[src/common/demo_soc_config.svh]
`ifndef DEMO_SOC_CONFIG_SVH
`define DEMO_SOC_CONFIG_SVH

// Bus widths
`define ADDR_WIDTH 32
`define DATA_WIDTH 32

// Memory map as base and size pairs
`define RAM_BASE   32'h0010_0000
`define RAM_SIZE   (16 * 1024)

`define GPIO_BASE  32'h8000_0000
`define TIMER_BASE 32'h8000_2000

// GPIO and timer share one window size
`define DEV_SIZE   (4 * 1024)

`define GPI_WIDTH  8
`define GPO_WIDTH  16

`endif

[src/common/demo_soc_pkg.sv]
`default_nettype none

`include "demo_soc_config.svh"

package demo_soc_pkg;

  typedef logic [`ADDR_WIDTH-1:0]   addr_t;
  typedef logic [`DATA_WIDTH-1:0]   data_t;
  typedef logic [`DATA_WIDTH/8-1:0] be_t;
  typedef logic [`GPI_WIDTH-1:0]    gpi_t;
  typedef logic [`GPO_WIDTH-1:0]    gpo_t;
  typedef logic [63:0]              tick_t;

  // Host to device
  typedef struct packed {
    addr_t addr;
    logic  we;
    be_t   be;
    data_t wdata;
  } bus_req_t;

  // Device to host, one cycle after the grant
  typedef struct packed {
    logic  rvalid;
    data_t rdata;
    logic  err;
  } bus_rsp_t;

  typedef enum logic [1:0] {
    dev_ram,
    dev_gpio,
    dev_timer,
    dev_none
  } dev_sel_e;

  // Replace only the enabled bytes of a word
  function automatic data_t merge_be(input data_t old_d, input data_t new_d, input be_t be);
    data_t res;
    res = old_d;
    for (int i = 0; i < $bits(be_t); i++) begin
      if (be[i]) begin
        res[8*i +: 8] = new_d[8*i +: 8];
      end
    end
    return res;
  endfunction

endpackage

`default_nettype wire

[src/hw/gpio_regs.sv]
`default_nettype none

`include "demo_soc_config.svh"

module gpio_regs (
  input  wire logic                   clk_sys_i,
  input  wire logic                   rst_sys_ni,

  input  wire logic                   req_i,
  input  wire demo_soc_pkg::bus_req_t dev_req_i,
  input  wire demo_soc_pkg::gpi_t     gp_i_i,

  output demo_soc_pkg::bus_rsp_t      rsp_o,
  output demo_soc_pkg::gpo_t          gp_o
);
  import demo_soc_pkg::*;

  localparam int                  off_bits = $clog2(`DEV_SIZE);
  localparam logic [off_bits-1:0] off_gpo  = 'h0;
  localparam logic [off_bits-1:0] off_gpi  = 'h4;

  logic [off_bits-1:0] offset;
  gpi_t                gpi_meta_q;
  gpi_t                gpi_sync_q;
  gpo_t                gpo_q;
  logic                rvalid_q;
  data_t               rdata_q;

  assign offset = dev_req_i.addr[off_bits-1:0];

  // Two-flop synchronizer on the inputs
  always_ff @(posedge clk_sys_i or negedge rst_sys_ni) begin
    if (!rst_sys_ni) begin
      gpi_meta_q <= '0;
      gpi_sync_q <= '0;
    end else begin
      gpi_meta_q <= gp_i_i;
      gpi_sync_q <= gpi_meta_q;
    end
  end

  always_ff @(posedge clk_sys_i or negedge rst_sys_ni) begin
    if (!rst_sys_ni) begin
      gpo_q    <= '0;
      rvalid_q <= 1'b0;
    end else begin
      rvalid_q <= req_i;
      if (req_i && dev_req_i.we && offset == off_gpo) begin
        gpo_q <= gpo_t'(merge_be(data_t'(gpo_q), dev_req_i.wdata, dev_req_i.be));
      end
    end
  end

  always_ff @(posedge clk_sys_i) begin
    if (req_i) begin
      if (dev_req_i.we) begin
        rdata_q <= '0;
      end else begin
        case (offset)
          off_gpo: rdata_q <= data_t'(gpo_q);
          off_gpi: rdata_q <= data_t'(gpi_sync_q);  // Zero-extended
          default: rdata_q <= '0;
        endcase
      end
    end
  end

  assign gp_o  = gpo_q;
  assign rsp_o = '{rvalid: rvalid_q, rdata: rdata_q, err: 1'b0};

  a_rvalid_after_req: assert property (@(posedge clk_sys_i) disable iff (!rst_sys_ni)
    rsp_o.rvalid |-> $past(req_i));

endmodule

`default_nettype wire

[config.mk]
export PLATFORM = sky130hd
export DESIGN_NAME = gpio_regs
export DESIGN_NICKNAME = d
export VERILOG_FILES = /design/src/common/demo_soc_pkg.sv /design/src/hw/gpio_regs.sv
export VERILOG_INCLUDE_DIRS = /design/src /design/src/common
export SDC_FILE = /design/constraint.sdc
export NUM_CORES = 1
export LEC_CHECK = 0
export ABC_AREA = 1
export BUFFER_PORTS_ARGS = -buffer_cell sky130_fd_sc_hd__buf_2
export CORE_UTILIZATION = 34
export CTS_CLUSTER_DIAMETER = 150
export DETAILED_ROUTE_END_ITERATION = 7
export PLACE_DENSITY = 0.62
export SLEW_MARGIN = 10
export SYNTH_ARGS = -nofsm -noshare
export SYNTH_HDL_FRONTEND = slang
export SYNTH_SLANG_ARGS = --single-unit
[constraint.sdc]
create_clock -name clk_sys_i -period 1.4 [get_ports clk_sys_i]
set_clock_uncertainty 0.05 [all_clocks]
set_input_delay 0.21 -clock clk_sys_i [delete_from_list [all_inputs] [get_ports clk_sys_i]]
set_output_delay 0.21 -clock clk_sys_i [all_outputs]
set_load 0.01 [all_outputs]
# == After elaboration in Yosys (flattened, before gate mapping) ==
# Index checks and enable logic that the tools add are counted.
# word_totals
register_bits,65
wordCells,13
# classes
eq_ne,1
n_reduce_logical,5
muxes,1
# op_table
operator,n
one-hot mux 16 bit (2 select lines),1
== test 12 x 3 -> 1 bit (second input constant),1
zero test 12 bit,1
AND reduction 2 bit,2
logical AND 1 bit,2

# == Depth between registers and ports, before layout ==
# depth
ltp_word,3
mapped_depth,7
ltp_nobuf,7

# == Least setup slack after synthesis ==
# OpenSTA, ideal clock, no wires.
# synth_timing
path_kind,input-to-reg
from,input dev_req_i[38] in the netlist's numbering
to,"register gpo_q[0], in the netlist gp_o[0]"
stages,6
t_arrival_ps,1025
setup_ps,116
path_slack_ps,209
t_required_ps,1234
cell_sequence,or2_4 -> nor2_8 -> buf_12 -> nand4_4 -> nand2_1 -> nand2_1
# synth_between
elab_chain_len,3
# synth_lines
element,line,rtl
start: declaration,gpio_regs.sv:10,"input wire demo_soc_pkg::bus_req_t dev_req_i,"
zero test 12 bit,gpio_regs.sv:48,if (req_i && dev_req_i.we && offset == off_gpo) begin
logical AND 1 bit,gpio_regs.sv:48,
AND reduction 2 bit (no line),--,
end signal: assignment,gpio_regs.sv:49,"gpo_q <= gpo_t'(merge_be(data_t'(gpo_q), dev_req_i.wdata, dev_req_i.be));"
end: declaration,gpio_regs.sv:25,gpo_t gpo_q;
# No other way between the ends.
# A chain may end at the register's enable or synchronous reset.

# == Final worst setup path ==
# layout_timing
from,"register gpo_q[4], in the netlist gp_o[4]"
to,output gp_o[4]
# layout_lines
element,line,rtl
end: declaration,gpio_regs.sv:14,output demo_soc_pkg::gpo_t gp_o
# No word-level cell between the ends.

==> results.sh <==
export IMPL_status="completed"
export IMPL_totalWireLength_um=4230
export IMPL_clk_pin_slew_ns=0.08
export IMPL_fin_util=0.457
export IMPL_die_h_um=81.0
export IMPL_syn_area_mm2=0.00212
export IMPL_cp_arrival_ns=0.86
export IMPL_vias=1446
export IMPL_crit_slowest_cell="dfrtp_1"
export IMPL_drt_drc_violations_left=0
export IMPL_htreeDepth=2
export IMPL_ios=130
export IMPL_power_density_mw_per_mm2=1010
export IMPL_antenna_found_initial=0
export IMPL_crit_path_start_kind="flop"
export IMPL_ctsLongestPathBuffers=2
export IMPL_cts_root_buf="clkbuf_8"
export IMPL_synth_top_cells_by_area="dfrtp_1 (39%), edfxtp_1 (23%), nand2_1 (9.0%)"
export IMPL_num_rows=28
export IMPL_crit_required_ns=1.14
export IMPL_n_fill_cell=567
export IMPL_crit_start="gp_o[4]$_DFFE_PN0P_"
export IMPL_finalNonFillerCells=343
export IMPL_synth_commonest_cells="nand2_1 (51), dfrtp_1 (33), buf_4 (19)"
export IMPL_post_place_ws_ns=-0.0356
export IMPL_ant_nets=0
export IMPL_cts_tree="yes"
export IMPL_post_drt_wl_per_cell_um=12.3
export IMPL_period_needed_ns=1.12
export IMPL_seqCellArea_mm2=0.00131
export IMPL_crit_family="flip-flops"
export IMPL_place_inst=326
export IMPL_synth_edff_count=16
export IMPL_grt_pass1_vias=1374
export IMPL_core_area_mm2=0.00596
export IMPL_synth_seq_cells=49
export IMPL_yosysMostFrequentCell="nand2_1"
export IMPL_ys_warnings_count=0
export IMPL_slew_viol_final=0
export IMPL_worstPathMaxFanout=3
export IMPL_firstDrtPassIters=4
export IMPL_tns_ns=0
export IMPL_peakVddDrop_v=0.000588
export IMPL_die_area_mm2=0.00655
export IMPL_grt_pass1_wl_um=6690
export IMPL_max_freq_mhz=892
export IMPL_postCtsResizedCells=0
export IMPL_die_width_um=81.0
export IMPL_io_buffers=74
export IMPL_yosys_area_top_type="dfrtp_1"
export IMPL_synth_flop_cell="dfrtp_1"
export IMPL_hold_ws_ns=0.0589
export IMPL_p_leak_nw=1.35
export IMPL_fin_area_mm2=0.00272
export IMPL_finalSetupViolations=0
export IMPL_synth_top_area_frac=0.390
export IMPL_hold_start="dev_req_i[5]"
export IMPL_grt_max_degree=34
export IMPL_yosysUniqueCellTypes=19
export IMPL_dpl_cell_area_mm2=0.00252
export IMPL_maxCapViolCount=0
export IMPL_reg2reg_from="gp_o[2]$_DFFE_PN0P_"
export IMPL_initial_core_util=0.356
export IMPL_critPathMaxStageDelay_ns=0.42
export IMPL_multi_input_area_um2=652
export IMPL_antennaDiodeCount=0
export IMPL_cts_sinks=49
export IMPL_end_kind="output port"
export IMPL_netlist_instances=175
export IMPL_async_flop_share=0.673
export IMPL_total_power_mw=2.76
export IMPL_gr_usage_all_layers=0.141
export IMPL_drt_iter0_drc=63
export IMPL_critPathBufInv=1
export IMPL_numCtsBuffers=5
export IMPL_ys_seq_area_frac=0.616
export IMPL_critical_path_cell_chain="buf_2"
export IMPL_critPathKind="reg -> out"
export IMPL_min_period_over_period=0.801
export IMPL_areaGrowthSynthToFinish_pct=28.5
export IMPL_postSynthAreaPerCell_um2=12.1
export IMPL_place_gp_congestion=0.695
export IMPL_hold_path_class="in -> reg"
export IMPL_hpwl_um=2970
export IMPL_rsz0062_at_grt="no"
export IMPL_grt_overflow_total=0
export IMPL_drive_gt1_frac=0.407
export IMPL_final_nets=347
export IMPL_worst_slack_ns=0.279
export IMPL_hold_viol_final=0
export IMPL_clock_latency_ns=0.29
export IMPL_via_per_inst=4.22
per-layer routing:
layer,vias to the layer above,part of all wire,GRT usage
li1,722,-,-
met1,666,0.41,0.161
met2,56,0.52,0.258
met3,2,0.057,0.0337
met4,0,0.0059,0.0429
met5,-,0,0
final timing paths:
kind                       cells after the start                        to  slack, ns
min                                            3       gp_o[5]$_DFFE_PN0P_       0.06
min in group asynchronous                      3       gp_o[1]$_DFFE_PN0P_       0.43
min reg2reg                                    0   gpi_sync_q[3]$_DFF_PN0_       0.30
max reg2reg                                    2  rdata_q[2]$_SDFFCE_PP0P_       0.52
max in group asynchronous                      3   gpi_sync_q[7]$_DFF_PN0_       0.57
max                                            1                   gp_o[4]       0.28
layout make-up:
class                   instances  area share
clock buffers                   7      0.0317
inverters                       4     0.00551
clock inverters                 1      0.0110
repair buffers                 92       0.198
flip-flops and latches         49       0.480
multi-input cells             115       0.239
well taps                      75      0.0345
layout by cell type (no fill, tap or decap):
master and n:
nor3b_2 8, buf_12 1, clkbuf_1 1, buf_2 74
nor2_1 4, nand2_8 1, nand3_1 16, dfrtp_1 33
bufinv_16 1, nor2_8 1, conb_1 17, nor3_2 1
dlygate4sd3_1 9, nand4_4 2, nor2_4 3, or2_4 2
buf_4 8, clkbuf_8 6, a21oi_1 8, edfxtp_1 16
inv_1 4, nand3_4 1, nand2_1 51
where the power goes:
| group | switching, mW | total [mW] | internal [mW] |
|---|---|---|---|
| clock network | 0.440 | 1.02 | 0.583 |
| logic | 0.120 | 0.208 | 0.0875 |
| registers | 0.0102 | 1.53 | 1.52 |
registers in the layout, indices dropped and copies added (netlist names):
signal      count
gpi_sync_q      8
gp_o           16
gpi_meta_q      8
rdata_q        16
rvalid_q        1
cell families after synthesis:
logic type,count (synthesis),share of synthesized area
buf+inv,27,0.104
compound gates,8,0.0189
flops,49,0.616
other cells,1,0.00177
simple gates,90,0.259
what timing repair did:
action,CTS,global route
endpoints found under the hold margin,41,0
setup buffers,0,0
hold buffers,9,0
No activity file was read; power rests on OpenSTA's default activity.
