`src/common/demo_soc_config.svh`:
```
`ifndef DEMO_SOC_CONFIG_SVH
`define DEMO_SOC_CONFIG_SVH

// Bus widths
`define ADDR_WIDTH 32
`define DATA_WIDTH 32

// Memory map as base and size pairs
`define RAM_BASE   32'h0010_0000
`define RAM_SIZE   (16 * 1024)

`define GPIO_BASE  32'h8000_0000
`define TIMER_BASE 32'h8000_2000

// GPIO and timer share one window size
`define DEV_SIZE   (4 * 1024)

`define GPI_WIDTH  8
`define GPO_WIDTH  16

`endif

```
`src/common/demo_soc_pkg.sv`:
```
`default_nettype none

`include "demo_soc_config.svh"

package demo_soc_pkg;

  typedef logic [`ADDR_WIDTH-1:0]   addr_t;
  typedef logic [`DATA_WIDTH-1:0]   data_t;
  typedef logic [`DATA_WIDTH/8-1:0] be_t;
  typedef logic [`GPI_WIDTH-1:0]    gpi_t;
  typedef logic [`GPO_WIDTH-1:0]    gpo_t;
  typedef logic [63:0]              tick_t;

  // Host to device
  typedef struct packed {
    addr_t addr;
    logic  we;
    be_t   be;
    data_t wdata;
  } bus_req_t;

  // Device to host, one cycle after the grant
  typedef struct packed {
    logic  rvalid;
    data_t rdata;
    logic  err;
  } bus_rsp_t;

  typedef enum logic [1:0] {
    dev_ram,
    dev_gpio,
    dev_timer,
    dev_none
  } dev_sel_e;

  // Replace only the enabled bytes of a word
  function automatic data_t merge_be(input data_t old_d, input data_t new_d, input be_t be);
    data_t res;
    res = old_d;
    for (int i = 0; i < $bits(be_t); i++) begin
      if (be[i]) begin
        res[8*i +: 8] = new_d[8*i +: 8];
      end
    end
    return res;
  endfunction

endpackage

`default_nettype wire

```
`src/bus/bus_ctrl.sv`:
```
`default_nettype none

`include "demo_soc_config.svh"

module bus_ctrl (
  input  wire logic                   clk_sys_i,
  input  wire logic                   rst_sys_ni,

  input  wire logic                   req_i,
  input  wire demo_soc_pkg::bus_req_t bus_req_i,
  output logic                        gnt_o,

  output demo_soc_pkg::bus_req_t      dev_req_o,
  output logic                        ram_req_o,
  output logic                        gpio_req_o,
  output logic                        timer_req_o,

  input  wire demo_soc_pkg::bus_rsp_t ram_rsp_i,
  input  wire demo_soc_pkg::bus_rsp_t gpio_rsp_i,
  input  wire demo_soc_pkg::bus_rsp_t timer_rsp_i,
  output demo_soc_pkg::bus_rsp_t      rsp_o
);
  import demo_soc_pkg::*;

  localparam addr_t ram_base   = `RAM_BASE;
  localparam addr_t ram_mask   = ~(addr_t'(`RAM_SIZE) - addr_t'(1));
  localparam addr_t gpio_base  = `GPIO_BASE;
  localparam addr_t timer_base = `TIMER_BASE;
  localparam addr_t dev_mask   = ~(addr_t'(`DEV_SIZE) - addr_t'(1));

  dev_sel_e dev_sel;
  dev_sel_e sel_q;  // Target of the access in flight
  logic     req_q;

  always_comb begin
    dev_sel = dev_none;
    if ((bus_req_i.addr & ram_mask) == ram_base) begin
      dev_sel = dev_ram;
    end else if ((bus_req_i.addr & dev_mask) == gpio_base) begin
      dev_sel = dev_gpio;
    end else if ((bus_req_i.addr & dev_mask) == timer_base) begin
      dev_sel = dev_timer;
    end
  end

  // All devices accept every cycle
  assign gnt_o = req_i;

  assign dev_req_o   = bus_req_i;
  assign ram_req_o   = gnt_o & (dev_sel == dev_ram);
  assign gpio_req_o  = gnt_o & (dev_sel == dev_gpio);
  assign timer_req_o = gnt_o & (dev_sel == dev_timer);

  always_ff @(posedge clk_sys_i or negedge rst_sys_ni) begin
    if (!rst_sys_ni) begin
      req_q <= 1'b0;
      sel_q <= dev_none;
    end else begin
      req_q <= req_i & gnt_o;
      sel_q <= dev_sel;
    end
  end

  always_comb begin
    case (sel_q)
      dev_ram:   rsp_o = ram_rsp_i;
      dev_gpio:  rsp_o = gpio_rsp_i;
      dev_timer: rsp_o = timer_rsp_i;
      default: begin
        // Unmapped address
        rsp_o.rvalid = req_q;
        rsp_o.rdata  = '0;
        rsp_o.err    = req_q;
      end
    endcase
  end

  a_one_select: assert property (@(posedge clk_sys_i) disable iff (!rst_sys_ni)
    $onehot0({ram_req_o, gpio_req_o, timer_req_o}));

  // Every device answers in the next cycle
  a_rsp_after_gnt: assert property (@(posedge clk_sys_i) disable iff (!rst_sys_ni)
    req_i && gnt_o |=> rsp_o.rvalid);

endmodule

`default_nettype wire

```
`config.mk`:
```
export PLATFORM = sky130hd
export DESIGN_NAME = bus_ctrl
export DESIGN_NICKNAME = d
export VERILOG_FILES = /design/src/common/demo_soc_pkg.sv /design/src/bus/bus_ctrl.sv
export VERILOG_INCLUDE_DIRS = /design/src /design/src/common
export SDC_FILE = /design/constraint.sdc
export NUM_CORES = 1
export LEC_CHECK = 0
export ABC_AREA = 1
export BUFFER_PORTS_ARGS = -buffer_cell sky130_fd_sc_hd__clkbuf_2
export CAP_MARGIN = 20
export CORE_AREA = 5 5 106 108
export CTS_CLUSTER_DIAMETER = 40
export DETAILED_ROUTE_END_ITERATION = 7
export DIE_AREA = 0 0 111 113
export PLACE_DENSITY_LB_ADDON = 0.1
export SKIP_LAST_GASP = 1
export SYNTH_ARGS = -nofsm -noshare
export SYNTH_HDL_FRONTEND = slang
export SYNTH_SLANG_ARGS = --single-unit
```
`constraint.sdc`:
```
create_clock -name clk_sys_i -period 1.4 [get_ports clk_sys_i]
set_clock_uncertainty 0.1 [all_clocks]
set_input_delay 0.14 -clock clk_sys_i [delete_from_list [all_inputs] [get_ports clk_sys_i]]
set_output_delay 0.14 -clock clk_sys_i [all_outputs]
set_load 0.02 [all_outputs]
```
# Word level (Yosys, flattened, before mapping)
# Index checks and enable logic that the tools add are counted.
word_totals:
  ff_bits: 3
  in_bits: 174
  out_inout_bits: 107
  word_cells: 18
op_classes:
  eq_ne: 7
  muxes: 4
  bitwise: 3
  reduce_logical: 2
ops:
  columns: ["operator", "n"]
  rows:
  - ["$pmux 34 s3", 1]
  - ["$eq 20x20->1 const B", 2]
  - ["$eq 18x7->1 const B", 1]
  - ["$eq 2x1->1 const B", 2]
  - ["$eq 2x2->1 const B", 2]
  - ["$logic_not 2->1", 2]
  - ["$mux 2", 2]
  - ["$and 1x1->1", 3]
  - ["$mux 1", 1]

# Logic depth before layout (Yosys ltp)
# Gate-level depths: netlist of run 1.
depth:
  ltp_word: 6
  depth_mapped: 7
  depth_no_buf: 7

# Worst setup path after synthesis of run 1
# Ideal clock, no wire load.
synth_timing:
  kind: "register to output"
  startpoint: "register sel_q[0]"
  endpoint: "output port rsp_o[11] in the netlist's numbering"
  t_arrival_ps: 1149
  required_time_ps: 1160
  slack_ps: 11
  path_stages_with_launch: 6
  n_path_buf: 1
  path_cell_list: "dfstp_2 -> inv_2 -> nor2_4 -> buf_6 -> nand2_1 -> nand3_1"
synth_rtl:
  columns: ["element", "line_no", "text"]
  rows:
  - ["start, declared", "bus_ctrl.sv:32", "dev_sel_e sel_q;"]
  - ["start signal, assigned", "bus_ctrl.sv:57", "sel_q <= dev_none;"]
  - ["start signal, assigned", "bus_ctrl.sv:60", "sel_q <= dev_sel;"]
  - ["end, declared", "bus_ctrl.sv:21", "output demo_soc_pkg::bus_rsp_t rsp_o"]

==> impl_metrics.py, run 1 <==
metrics = {
    "pwr": {
        "p_switching_uw": 195.8,
        "seq_power_share_pct": 14.0,
        "ir_drop_mv": 0.2195,
        "p_leak_uw": 0.001590,
        "power.density_mw_per_mm2": 240.0,
        "p_sw_share_pct": 30.73,
        "comb_power_share_pct": 46.9,
        "internal_power_uw": 441.2,
        "finalPower_uw": 637.0,
        "power_frac_clock_pct": 39.1,
    },
    "logic_synthesis": {
        "async_flop_share_pct": 100.0,
        "dominantRegCellSynth": "dfstp_2",
        "synth_top_area_share_pct": 38.29,
        "ys_warn_count": 0,
        "netlist_area_mm2": 0.001431,
        "synth_most_common_cell": "nand2_1",
        "syn-instance-count": 265,
        "ys_top_cells_by_count": "111 x nand2_1, 73 x buf_4, 36 x nand3_1",
        "synth_cell_types": 14,
        "netlist_top_cells_area": "buf_4 38%, nand2_1 29%, nand3_1 13%",
        "synth_nets": 439,
        "synth_edf_count": 0,
        "synth_top_cell_by_area": "buf_4",
        "ys_seq_elements": 3,
        "ys_seq_area_share_pct": 5.420,
        "avgSynthCellArea_um2": 5.401,
    },
    "critical_path": {
        "cp_num_buf_inv": 4,
        "cp_cell_sequence": "inv_2, nor2_4, buf_12, clkbuf_16, nand2_2, nand3_2, buf_6",
        "cp.arrival_ns": 1.50,
        "slowest_stage": "dfstp_2",
        "cp-start-kind": "register",
        "cp_num_cells": 7,
        "end_kind": "output port",
        "cp_top_family": "flip-flops",
        "cpPeakStageDelay_ns": 0.56,
        "cp.required_ns": 1.16,
        "critPathMaxFanout": 8,
        "worstSetupPathType": "reg -> out",
    },
    "timing": {
        "rsz0062_at_grt": "yes",
        "fmax_mhz": 576.2,
        "fin_ws_ns": -0.3355,
        "fin_setup_tns_ns": -10.54,
        "relSlewSlack_pct": 81.69,
        "worstMarginPinSlew_ns": 0.2743,
        "finalSetupViolations": 34,
        "finalCritPeriodShare_pct": 124.0,
        "min_period_ns": 1.735,
        "hold_viol": 0,
        "slew_violations": 0,
        "hold_ws_ns": 0.1738,
    },
    "floorplan": {
        "die_area_mm2": 0.01254,
        "start_util_pct": 14.12,
        "pin_count": 281,
        "design.core.area_mm2": 0.01014,
        "die_y_um": 113,
        "die_w_um": 111,
        "row_count": 37,
    },
    "cells_and_area": {
        "final_layout_size_suffix_gt1_share_pct": 67.35,
        "final_cells": 528,
        "final_nets": 567,
        "fillCellCount": 1151,
        "syn_to_final_growth_pct": 85.40,
        "antennaDiodeCount": 0,
        "fin_util_pct": 26.18,
    },
    "detailed_routing": {
        "detail_route.first_pass.iterations": 4,
        "vias": 2060,
        "wirelength_mm": 7.221,
        "drt_iter0_markers": 83,
        "wire_per_inst_um": 13.68,
        "ant_nets": 0,
        "viasPerCell": 3.902,
        "drcViolationCount": 0,
    },
    "placement": {
        "placedCellCount": 514,
        "io_buffer_count": 182,
        "place_congestion": 0.8172,
        "dpl.hpwl_mm": 5.421,
    },
    "clock_tree": {
        "clockBufferDepth": 2,
        "clk_pin_slew_ns": 0.03,
        "cts_root_buf": "clkbuf_8",
        "cts_buffers": 3,
        "cts_tree": "yes",
        "h-tree-depth": 1,
        "cts.sinks": 3,
    },
    "grt": {
        "grt_pass1_wl_mm": 9.370,
        "gr-max-usage-layer": "met2",
        "grt_max_degree": 33,
        "antenna_found_initial": 0,
        "grt_usage_pct": 8.983,
        "met2_usage_pct": 15.98,
        "grt_util_met3_pct": 3.209,
        "use_met1_pct": 10.15,
        "grt_pass1_vias": 1868,
        "grt-ovfl-total": 0,
    },
    "worst_hold_path": {
        "holdCritPathClass": "in -> async",
    },
    "status": {
        "violations": "setup timing",
        "status": "finished with violations",
    },
    "job": {
        "maxCapViolCount": 0,
    },
}
[state kept, by name, summed over array words and instances, names as in the netlist]
name,cells
sel_q,2
req_q,1
[power groups by stage]
stage                     Clock (uW)  Sequential [uW]  Combinational [uW]
after floorplan                    0             90.1                 315
after global placement             0             90.2                 282
after detailed placement           0             90.3                 282
after CTS                        257             89.5                 289
after global routing             265             89.5                 328
final                            249             89.5                 299
[cell type report]
type / instances / area, um2 / share of cell area, %
well taps: 136 / 170.2 / 6.412
multi-input cells: 174 / 928.4 / 34.98
clock buffers: 4 / 45.04 / 1.697
flip-flops and latches: 3 / 77.57 / 2.923
repair buffers: 202 / 1399 / 52.71
inverters: 9 / 33.78 / 1.273
[timing repair]
item,4_1_cts,5_1_grt
pin swaps,0,5
endpoints found under the hold margin,4,0
gates resized for setup,3,148
setup buffers,0,3
endpoints found under the setup margin,34,34
cloned,0,6
hold buffers,2,0
[worst paths after layout]
| path | start | end |
|---|---|---|
| worst max-delay path | sel_q[1] | rsp_o[27] |
| min in group clk_sys_i | bus_req_i[16] | dev_req_o[16] |
| worst min-delay path | rst_sys_ni | req_q |
| max in group asynchronous | rst_sys_ni | sel_q[1] |
[layout by cell type, fill, tap and decap left out, drive strengths merged]
| cell type | count |
|---|---|
| buf | 46 |
| dfstp | 2 |
| nor2 | 24 |
| dfrtp | 1 |
| nand3 | 36 |
| inv | 9 |
| nand4 | 2 |
| clkbuf | 158 |
| and2 | 1 |
| nand2 | 111 |
| dlygate4sd3 | 2 |
[cell families (layout without fill, tap and decap cells)]
family	after synthesis	after routing	share of synthesized area [%]
flip-flops	3	3	5.419
buffers and inverters	88	215	44.06
AND/OR/NAND/NOR	174	174	50.52
[layer usage]
layer  part of all wire [%]  up-vias
met5                      0        -
met4                    2.3        0
met3                     10       22
met2                     47      143
met1                     40      884
li1                       -     1011
[metrics by stage]
stage	setup slack, ns	instance area (um2)
global route	-0.4022	2654
global placement	-0.1208	2028
CTS	-0.3572	2103
floorplan	0.01057	1431
detailed placement	-0.1206	2028
finish	-0.3355	2654
No activity file was read; power rests on OpenSTA's default activity.
==> inputs of run 2 (changes only) <==
--- a/config.mk
+++ b/config.mk
@@ -15,6 +15,7 @@
 export DIE_AREA = 0 0 111 113
 export PLACE_DENSITY_LB_ADDON = 0.1
 export SKIP_LAST_GASP = 1
+export SLEW_MARGIN = 15
 export SYNTH_ARGS = -nofsm -noshare
 export SYNTH_HDL_FRONTEND = slang
 export SYNTH_SLANG_ARGS = --single-unit
==> constraint.sdc (replaced) <==
create_clock -name clk_sys_i -period 1.94 [get_ports clk_sys_i]
set_clock_uncertainty 0.1 [all_clocks]
set_input_delay 0.194 -clock clk_sys_i [delete_from_list [all_inputs] [get_ports clk_sys_i]]
set_output_delay 0.194 -clock clk_sys_i [all_outputs]
set_load 0.02 [all_outputs]
==> run 2 against run 1 <==
Effect of this change: the flow now finishes without violations; die area unchanged; clock-buffer cell count unchanged; clock power decreased by 28%; setup slack improved by 0.41 ns; critical path depth is the same; core utilization shrank 4.2 points; non-clock buffer count decreased by 7; final cell count decreased by 1.3%; hold slack got worse by 0.13 ns; total power down 30%; critical endpoint is now rsp_o[22].
==> impl_metrics.py, run 2 (same netlist as run 1, synthesis figures left out) <==
metrics = {
    "status": {
        "status": "completed",
    },
    "worst_hold_path": {
        "whs_endpoint": "req_q",
        "hold_start": "req_i",
        "holdCritPathClass": "in -> reg",
        "holdPathStages": 1,
    },
    "grt": {
        "grt_pass1_vias": 1907,
        "antenna_found_initial": 0,
        "grt_pass1_wl_mm": 9.680,
        "grt-ovfl-total": 0,
        "grt_usage_pct": 9.373,
        "grt_max_degree": 20,
    },
    "critical_path": {
        "cp.required_ns": 1.65,
        "cp-start-kind": "register",
        "slowest_stage": "dfstp_2",
        "cp_num_buf_inv": 4,
        "cp.arrival_ns": 1.57,
        "cpPeakStageDelay_ns": 0.54,
        "cp_cell_sequence": "buf_4, inv_2, nor2_4, buf_8, nand2_1, nand3_1, clkbuf_2",
        "end_kind": "output port",
        "worstSetupPathType": "reg -> out",
        "critPathMaxFanout": 15,
        "cp_top_family": "flip-flops",
    },
    "pwr": {
        "power.density_mw_per_mm2": 200.8,
        "p_leak_uw": 0.001319,
        "ir_drop_mv": 0.09589,
    },
    "floorplan": {
        "die_y_um": 113,
        "die_area_mm2": 0.01254,
        "die_w_um": 111,
        "design.core.area_mm2": 0.01014,
        "start_util_pct": 14.12,
        "pin_count": 281,
        "row_count": 37,
    },
    "cells_and_area": {
        "fin_util_pct": 22.02,
        "largest_register_ffs": 2,
        "final_layout_size_suffix_gt1_share_pct": 53.77,
        "antennaDiodeCount": 0,
        "final_nets": 560,
        "top_register": "sel_q",
        "final_cell_mix": "170 x clkbuf_2, 111 x nand2_1, 33 x nand3_1",
        "syn_to_final_growth_pct": 55.94,
        "top_regs": "sel_q x2, req_q x1",
        "final_common_cell": "clkbuf_2",
    },
    "clock_tree": {
        "clk_pin_slew_ns": 0.03,
        "cts.sinks": 3,
        "cts_buffers": 3,
        "cts_tree": "yes",
        "h-tree-depth": 1,
        "clockBufferDepth": 2,
        "cts_root_buf": "clkbuf_8",
    },
    "timing": {
        "slew_violations": 0,
        "fin_ws_ns": 0.07264,
        "finalCritPeriodShare_pct": 96.26,
        "hold_viol": 0,
        "hold_ws_ns": 0.04487,
        "min_period_ns": 1.867,
        "rsz0062_at_grt": "no",
        "worstMarginPinSlew_ns": 0.4356,
        "relSlewSlack_pct": 70.89,
        "finalSetupViolations": 0,
        "fmax_mhz": 535.5,
    },
    "job": {
        "maxCapViolCount": 0,
    },
    "detailed_routing": {
        "ant_nets": 0,
        "drt_iter0_markers": 100,
        "wirelength_mm": 6.561,
        "wire_per_inst_um": 12.59,
        "detail_route.first_pass.iterations": 4,
        "vias": 1965,
        "drcViolationCount": 0,
        "viasPerCell": 3.772,
    },
    "placement": {
        "place_congestion": 0.8547,
        "io_buffer_count": 182,
        "dpl.hpwl_mm": 5.607,
        "dp_slack_ns": 0.07001,
    },
}
-- run 2: cell count changes in the layout (fill, tap and decap cells not counted), sizes merged --
cell         change
dlygate4sd3      -1
clkbuf          +19
buf             -25
-- run 2: timing repair --
action,CTS,global route
pin swaps,1,1
hold buffers,1,0
resized for setup,12,28
gates cloned,1,0
setup endpoints to repair,31,34
buffers inserted,3,0
hold endpoints to repair,3,0
-- run 2: power breakdown --
group	internal (uW)	switching, uW
Combinational	111	93.4
Clock	140	39.1
Sequential	64.3	0.336
-- run 2: per-stage QoR --
| stage | cells | cell area [um2] | setup TNS [ns] | power [uW] |
|---|---|---|---|---|
| 2_1_floorplan | 265 | 1431 | 0 | 292.3 |
| 3_3_place_gp | 512 | 2001 | 0 | 270.0 |
| 3_5_place_dp | 512 | 2001 | 0 | 268.9 |
| 4_1_cts | 521 | 2162 | -0.01897 | 458.9 |
| 5_1_grt | 521 | 2232 | 0 | 481.0 |
| 6_report | 521 | 2232 | 0 | 448.2 |
-- run 2: worst max path at each step --
stage	startpoint	endpoint	slack, ns	cells past startpoint
finish	sel_q[0]	rsp_o[22]	0.07	7
global route	sel_q[1]	rsp_o[17]	0.001	8
CTS	sel_q[1]	rsp_o[10]	-0.01	8
detailed placement	sel_q[1]	rsp_o[10]	0.07	5
global placement	sel_q[1]	rsp_o[4]	0.10	7
floorplan	sel_q[0]	rsp_o[11]	0.50	5
-- run 2: layout make-up --
cell class              count  area, um2
fillers                  1184       7906
repair buffers            195       1162
multi-input cells         174      743.2
well taps                 136      170.2
flip-flops and latches      3      77.57
clock buffers               4      45.04
inverters                   9      33.78
-- run 2: layer usage --
metal  track usage (%)  routed length, um  up-vias  part of all wire (%)
li1                  -                  -      993                     -
met1             10.66               2636      828                    40
met2             16.67               3052      132                    47
met3             3.904                798       12                    12
met4             1.642                 73        0                   1.1
met5                 0                  0        -                     0
==> inputs of run 3 (changes only) <==
--- a/config.mk
+++ b/config.mk
@@ -6,14 +6,15 @@
 export SDC_FILE = /design/constraint.sdc
 export NUM_CORES = 1
 export LEC_CHECK = 0
-export ABC_AREA = 1
+export ABC_AREA = 0
 export BUFFER_PORTS_ARGS = -buffer_cell sky130_fd_sc_hd__clkbuf_2
-export CAP_MARGIN = 20
-export CORE_AREA = 5 5 106 108
+export CAP_MARGIN = 25
+export CORE_AREA = 5 5 107 109
 export CTS_CLUSTER_DIAMETER = 40
 export DETAILED_ROUTE_END_ITERATION = 7
-export DIE_AREA = 0 0 111 113
+export DIE_AREA = 0 0 112 114
 export PLACE_DENSITY_LB_ADDON = 0.1
+export RECOVER_POWER = 25
 export SKIP_LAST_GASP = 1
 export SLEW_MARGIN = 15
 export SYNTH_ARGS = -nofsm -noshare
==> run 3 against run 2 <==
Effect of this change: die area up 1.8%; wire length down 6.0%; core utilization down 2.4 points; hold slack better by 0.039 ns; combinational power up 9%; global-route usage down 0.74 points; non-clock buffer count down 6; critical path type unchanged; largest power group unchanged; highest routed layer unchanged.
==> impl_metrics.py, run 3 <==
metrics = {
    "grt": {
        "grt_max_degree": 35,
        "antenna_found_initial": 0,
        "grt-ovfl-total": 0,
        "grt_pass1_wl_mm": 8.970,
        "grt_pass1_vias": 1768,
        "grt_usage_pct": 8.630,
    },
    "cells_and_area": {
        "final_cells": 450,
        "fillCellCount": 1182,
        "top_regs": "sel_q x2, req_q x1",
        "final_nets": 485,
        "multi_input_area_um2": 762.0,
        "stdcell_area_mm2": 0.002066,
        "final_layout_size_suffix_gt1_share_pct": 63.55,
        "top_register": "sel_q",
        "regArea_um2": 81.33,
        "final_common_cell": "clkbuf_2",
        "largest_register_ffs": 2,
        "antennaDiodeCount": 0,
        "syn_to_final_growth_pct": 42.82,
        "final_cell_mix": "180 x clkbuf_2, 32 x mux2i_1, 32 x nand2_1",
    },
    "critical_path": {
        "critPathMaxFanout": 20,
        "cp_top_family": "flip-flops",
        "cp_num_buf_inv": 2,
        "cp_cell_sequence": "buf_12, mux2i_1, o21ai_0, clkbuf_2",
        "cp.arrival_ns": 1.57,
        "end_kind": "output port",
        "cp.required_ns": 1.65,
        "slowest_stage": "dfstp_4",
        "cp-start-kind": "register",
        "worstSetupPathType": "reg -> out",
        "cpPeakStageDelay_ns": 0.67,
    },
    "placement": {
        "placedCellCount": 444,
        "post_dp_cell_area_mm2": 0.002001,
        "place_congestion": 0.7597,
        "io_buffer_count": 182,
        "dpl.hpwl_mm": 5.225,
    },
    "logic_synthesis": {
        "ys_seq_elements": 3,
        "ys_top_cells_by_count": "72 x buf_4, 32 x mux2i_1, 32 x nand2_1",
        "synth_edf_count": 0,
        "async_flop_share_pct": 100.0,
        "synth_most_common_cell": "buf_4",
        "synth_cell_types": 21,
        "dominantRegCellSynth": "dfstp_2",
        "netlist_area_mm2": 0.001446,
        "avgSynthCellArea_um2": 7.305,
        "syn-instance-count": 198,
        "ys_warn_count": 0,
        "synth_nets": 372,
        "synth_top_area_share_pct": 37.37,
        "netlist_top_cells_area": "buf_4 37%, mux2i_1 22%, o21ai_0 9.3%",
        "synth_top_cell_by_area": "buf_4",
        "ys_seq_area_share_pct": 5.363,
    },
    "detailed_routing": {
        "ant_nets": 0,
        "wirelength_mm": 6.166,
        "wire_per_inst_um": 13.70,
        "viasPerCell": 3.811,
        "detail_route.first_pass.iterations": 2,
        "vias": 1715,
        "drt_iter0_markers": 48,
        "drcViolationCount": 0,
    },
    "timing": {
        "finalCritPeriodShare_pct": 96.25,
        "min_period_ns": 1.867,
        "worstMarginPinSlew_ns": 0.5638,
        "hold_viol": 0,
        "slew_violations": 0,
        "relSlewSlack_pct": 61.89,
        "hold_ws_ns": 0.08435,
        "finalSetupViolations": 0,
        "fin_setup_tns_ns": 0,
        "rsz0062_at_grt": "yes",
        "fmax_mhz": 535.5,
    },
    "floorplan": {
        "design.core.area_mm2": 0.01051,
        "die_y_um": 114,
        "row_count": 38,
        "die_w_um": 112,
        "die_area_mm2": 0.01277,
        "pin_count": 281,
        "start_util_pct": 13.77,
    },
    "pwr": {
        "comb_power_share_pct": 47.8,
        "internal_power_uw": 329.0,
        "power.density_mw_per_mm2": 226.0,
        "p_switching_uw": 137.8,
        "seq_power_share_pct": 13.9,
        "p_sw_share_pct": 29.52,
        "ir_drop_mv": 0.09505,
        "p_leak_uw": 0.001314,
        "power_frac_clock_pct": 38.3,
    },
    "clock_tree": {
        "cts_buffers": 3,
        "h-tree-depth": 1,
        "cts_root_buf": "clkbuf_8",
        "cts_tree": "yes",
        "clockBufferDepth": 2,
        "clk_pin_slew_ns": 0.03,
        "cts.sinks": 3,
    },
    "status": {
        "status": "completed",
    },
    "worst_hold_path": {
        "holdCritPathClass": "in -> reg",
    },
    "job": {
        "maxCapViolCount": 0,
    },
}
run 3: worst paths after layout:
| kind | start | cells after the start | endpoint | slack (ns) |
|---|---|---|---|---|
| worst min-delay path | req_i | 1 | req_q | 0.08 |
| max in group asynchronous | rst_sys_ni | 2 | sel_q[0] | 1.32 |
| worst max-delay path | sel_q[0] | 4 | rsp_o[19] | 0.07 |
| min in group asynchronous | rst_sys_ni | 2 | req_q | 0.23 |
run 3: per-stage QoR:
stage | utilization, % | worst slack (ns) | total power (uW)
final | 19.66 | 0.07267 | 466.8
after global routing | 19.66 | -0.01580 | 502.9
after CTS | 19.67 | 0.04884 | 478.6
after detailed placement | 19.04 | 0.1579 | 290.7
after global placement | 19.04 | 0.1907 | 289.3
after floorplan | - | 0.2249 | 307.9
run 3: repair_timing:
item | 4_1_cts | 5_1_grt
setup buffers | 1 | 0
resized for setup | 1 | 1
hold buffers | 1 | 0
hold endpoints to repair | 3 | 0
endpoints found under the setup margin | 22 | 7
run 3: power groups by stage:
stage | Clock, uW | Sequential [uW] | Combinational (uW)
detailed placement | 0 | 65.9 | 225
floorplan | 0 | 65.2 | 243
global placement | 0 | 65.9 | 223
CTS | 186 | 65.2 | 228
finish | 179 | 65.1 | 223
global route | 190 | 65.3 | 248
run 3: cell families after synthesis:
family,Yosys count,synth area share (%)
compound gates,34,11.76
buf+inv,81,42.13
flops,3,5.363
mux,34,25.26
simple gates,46,15.48
run 3: routing by layer:
layer / wire length, um / part of all wire [%] / track usage [%] / up-vias
met5: 0 / 0 / 0 / -
li1: - / - / - / 832
met4: 56 / 0.91 / 1.442 / 0
met2: 3094 / 50 / 16.03 / 144
met3: 731 / 12 / 3.236 / 10
met1: 2284 / 37 / 9.536 / 729
run 3: layout make-up:
cell class	count	area share, %
Timing Repair Buffer	189	48.52
Multi-Input combinational cell	114	36.89
Tap cell	140	8.480
Clock buffer	4	2.180
Sequential cell	3	3.937
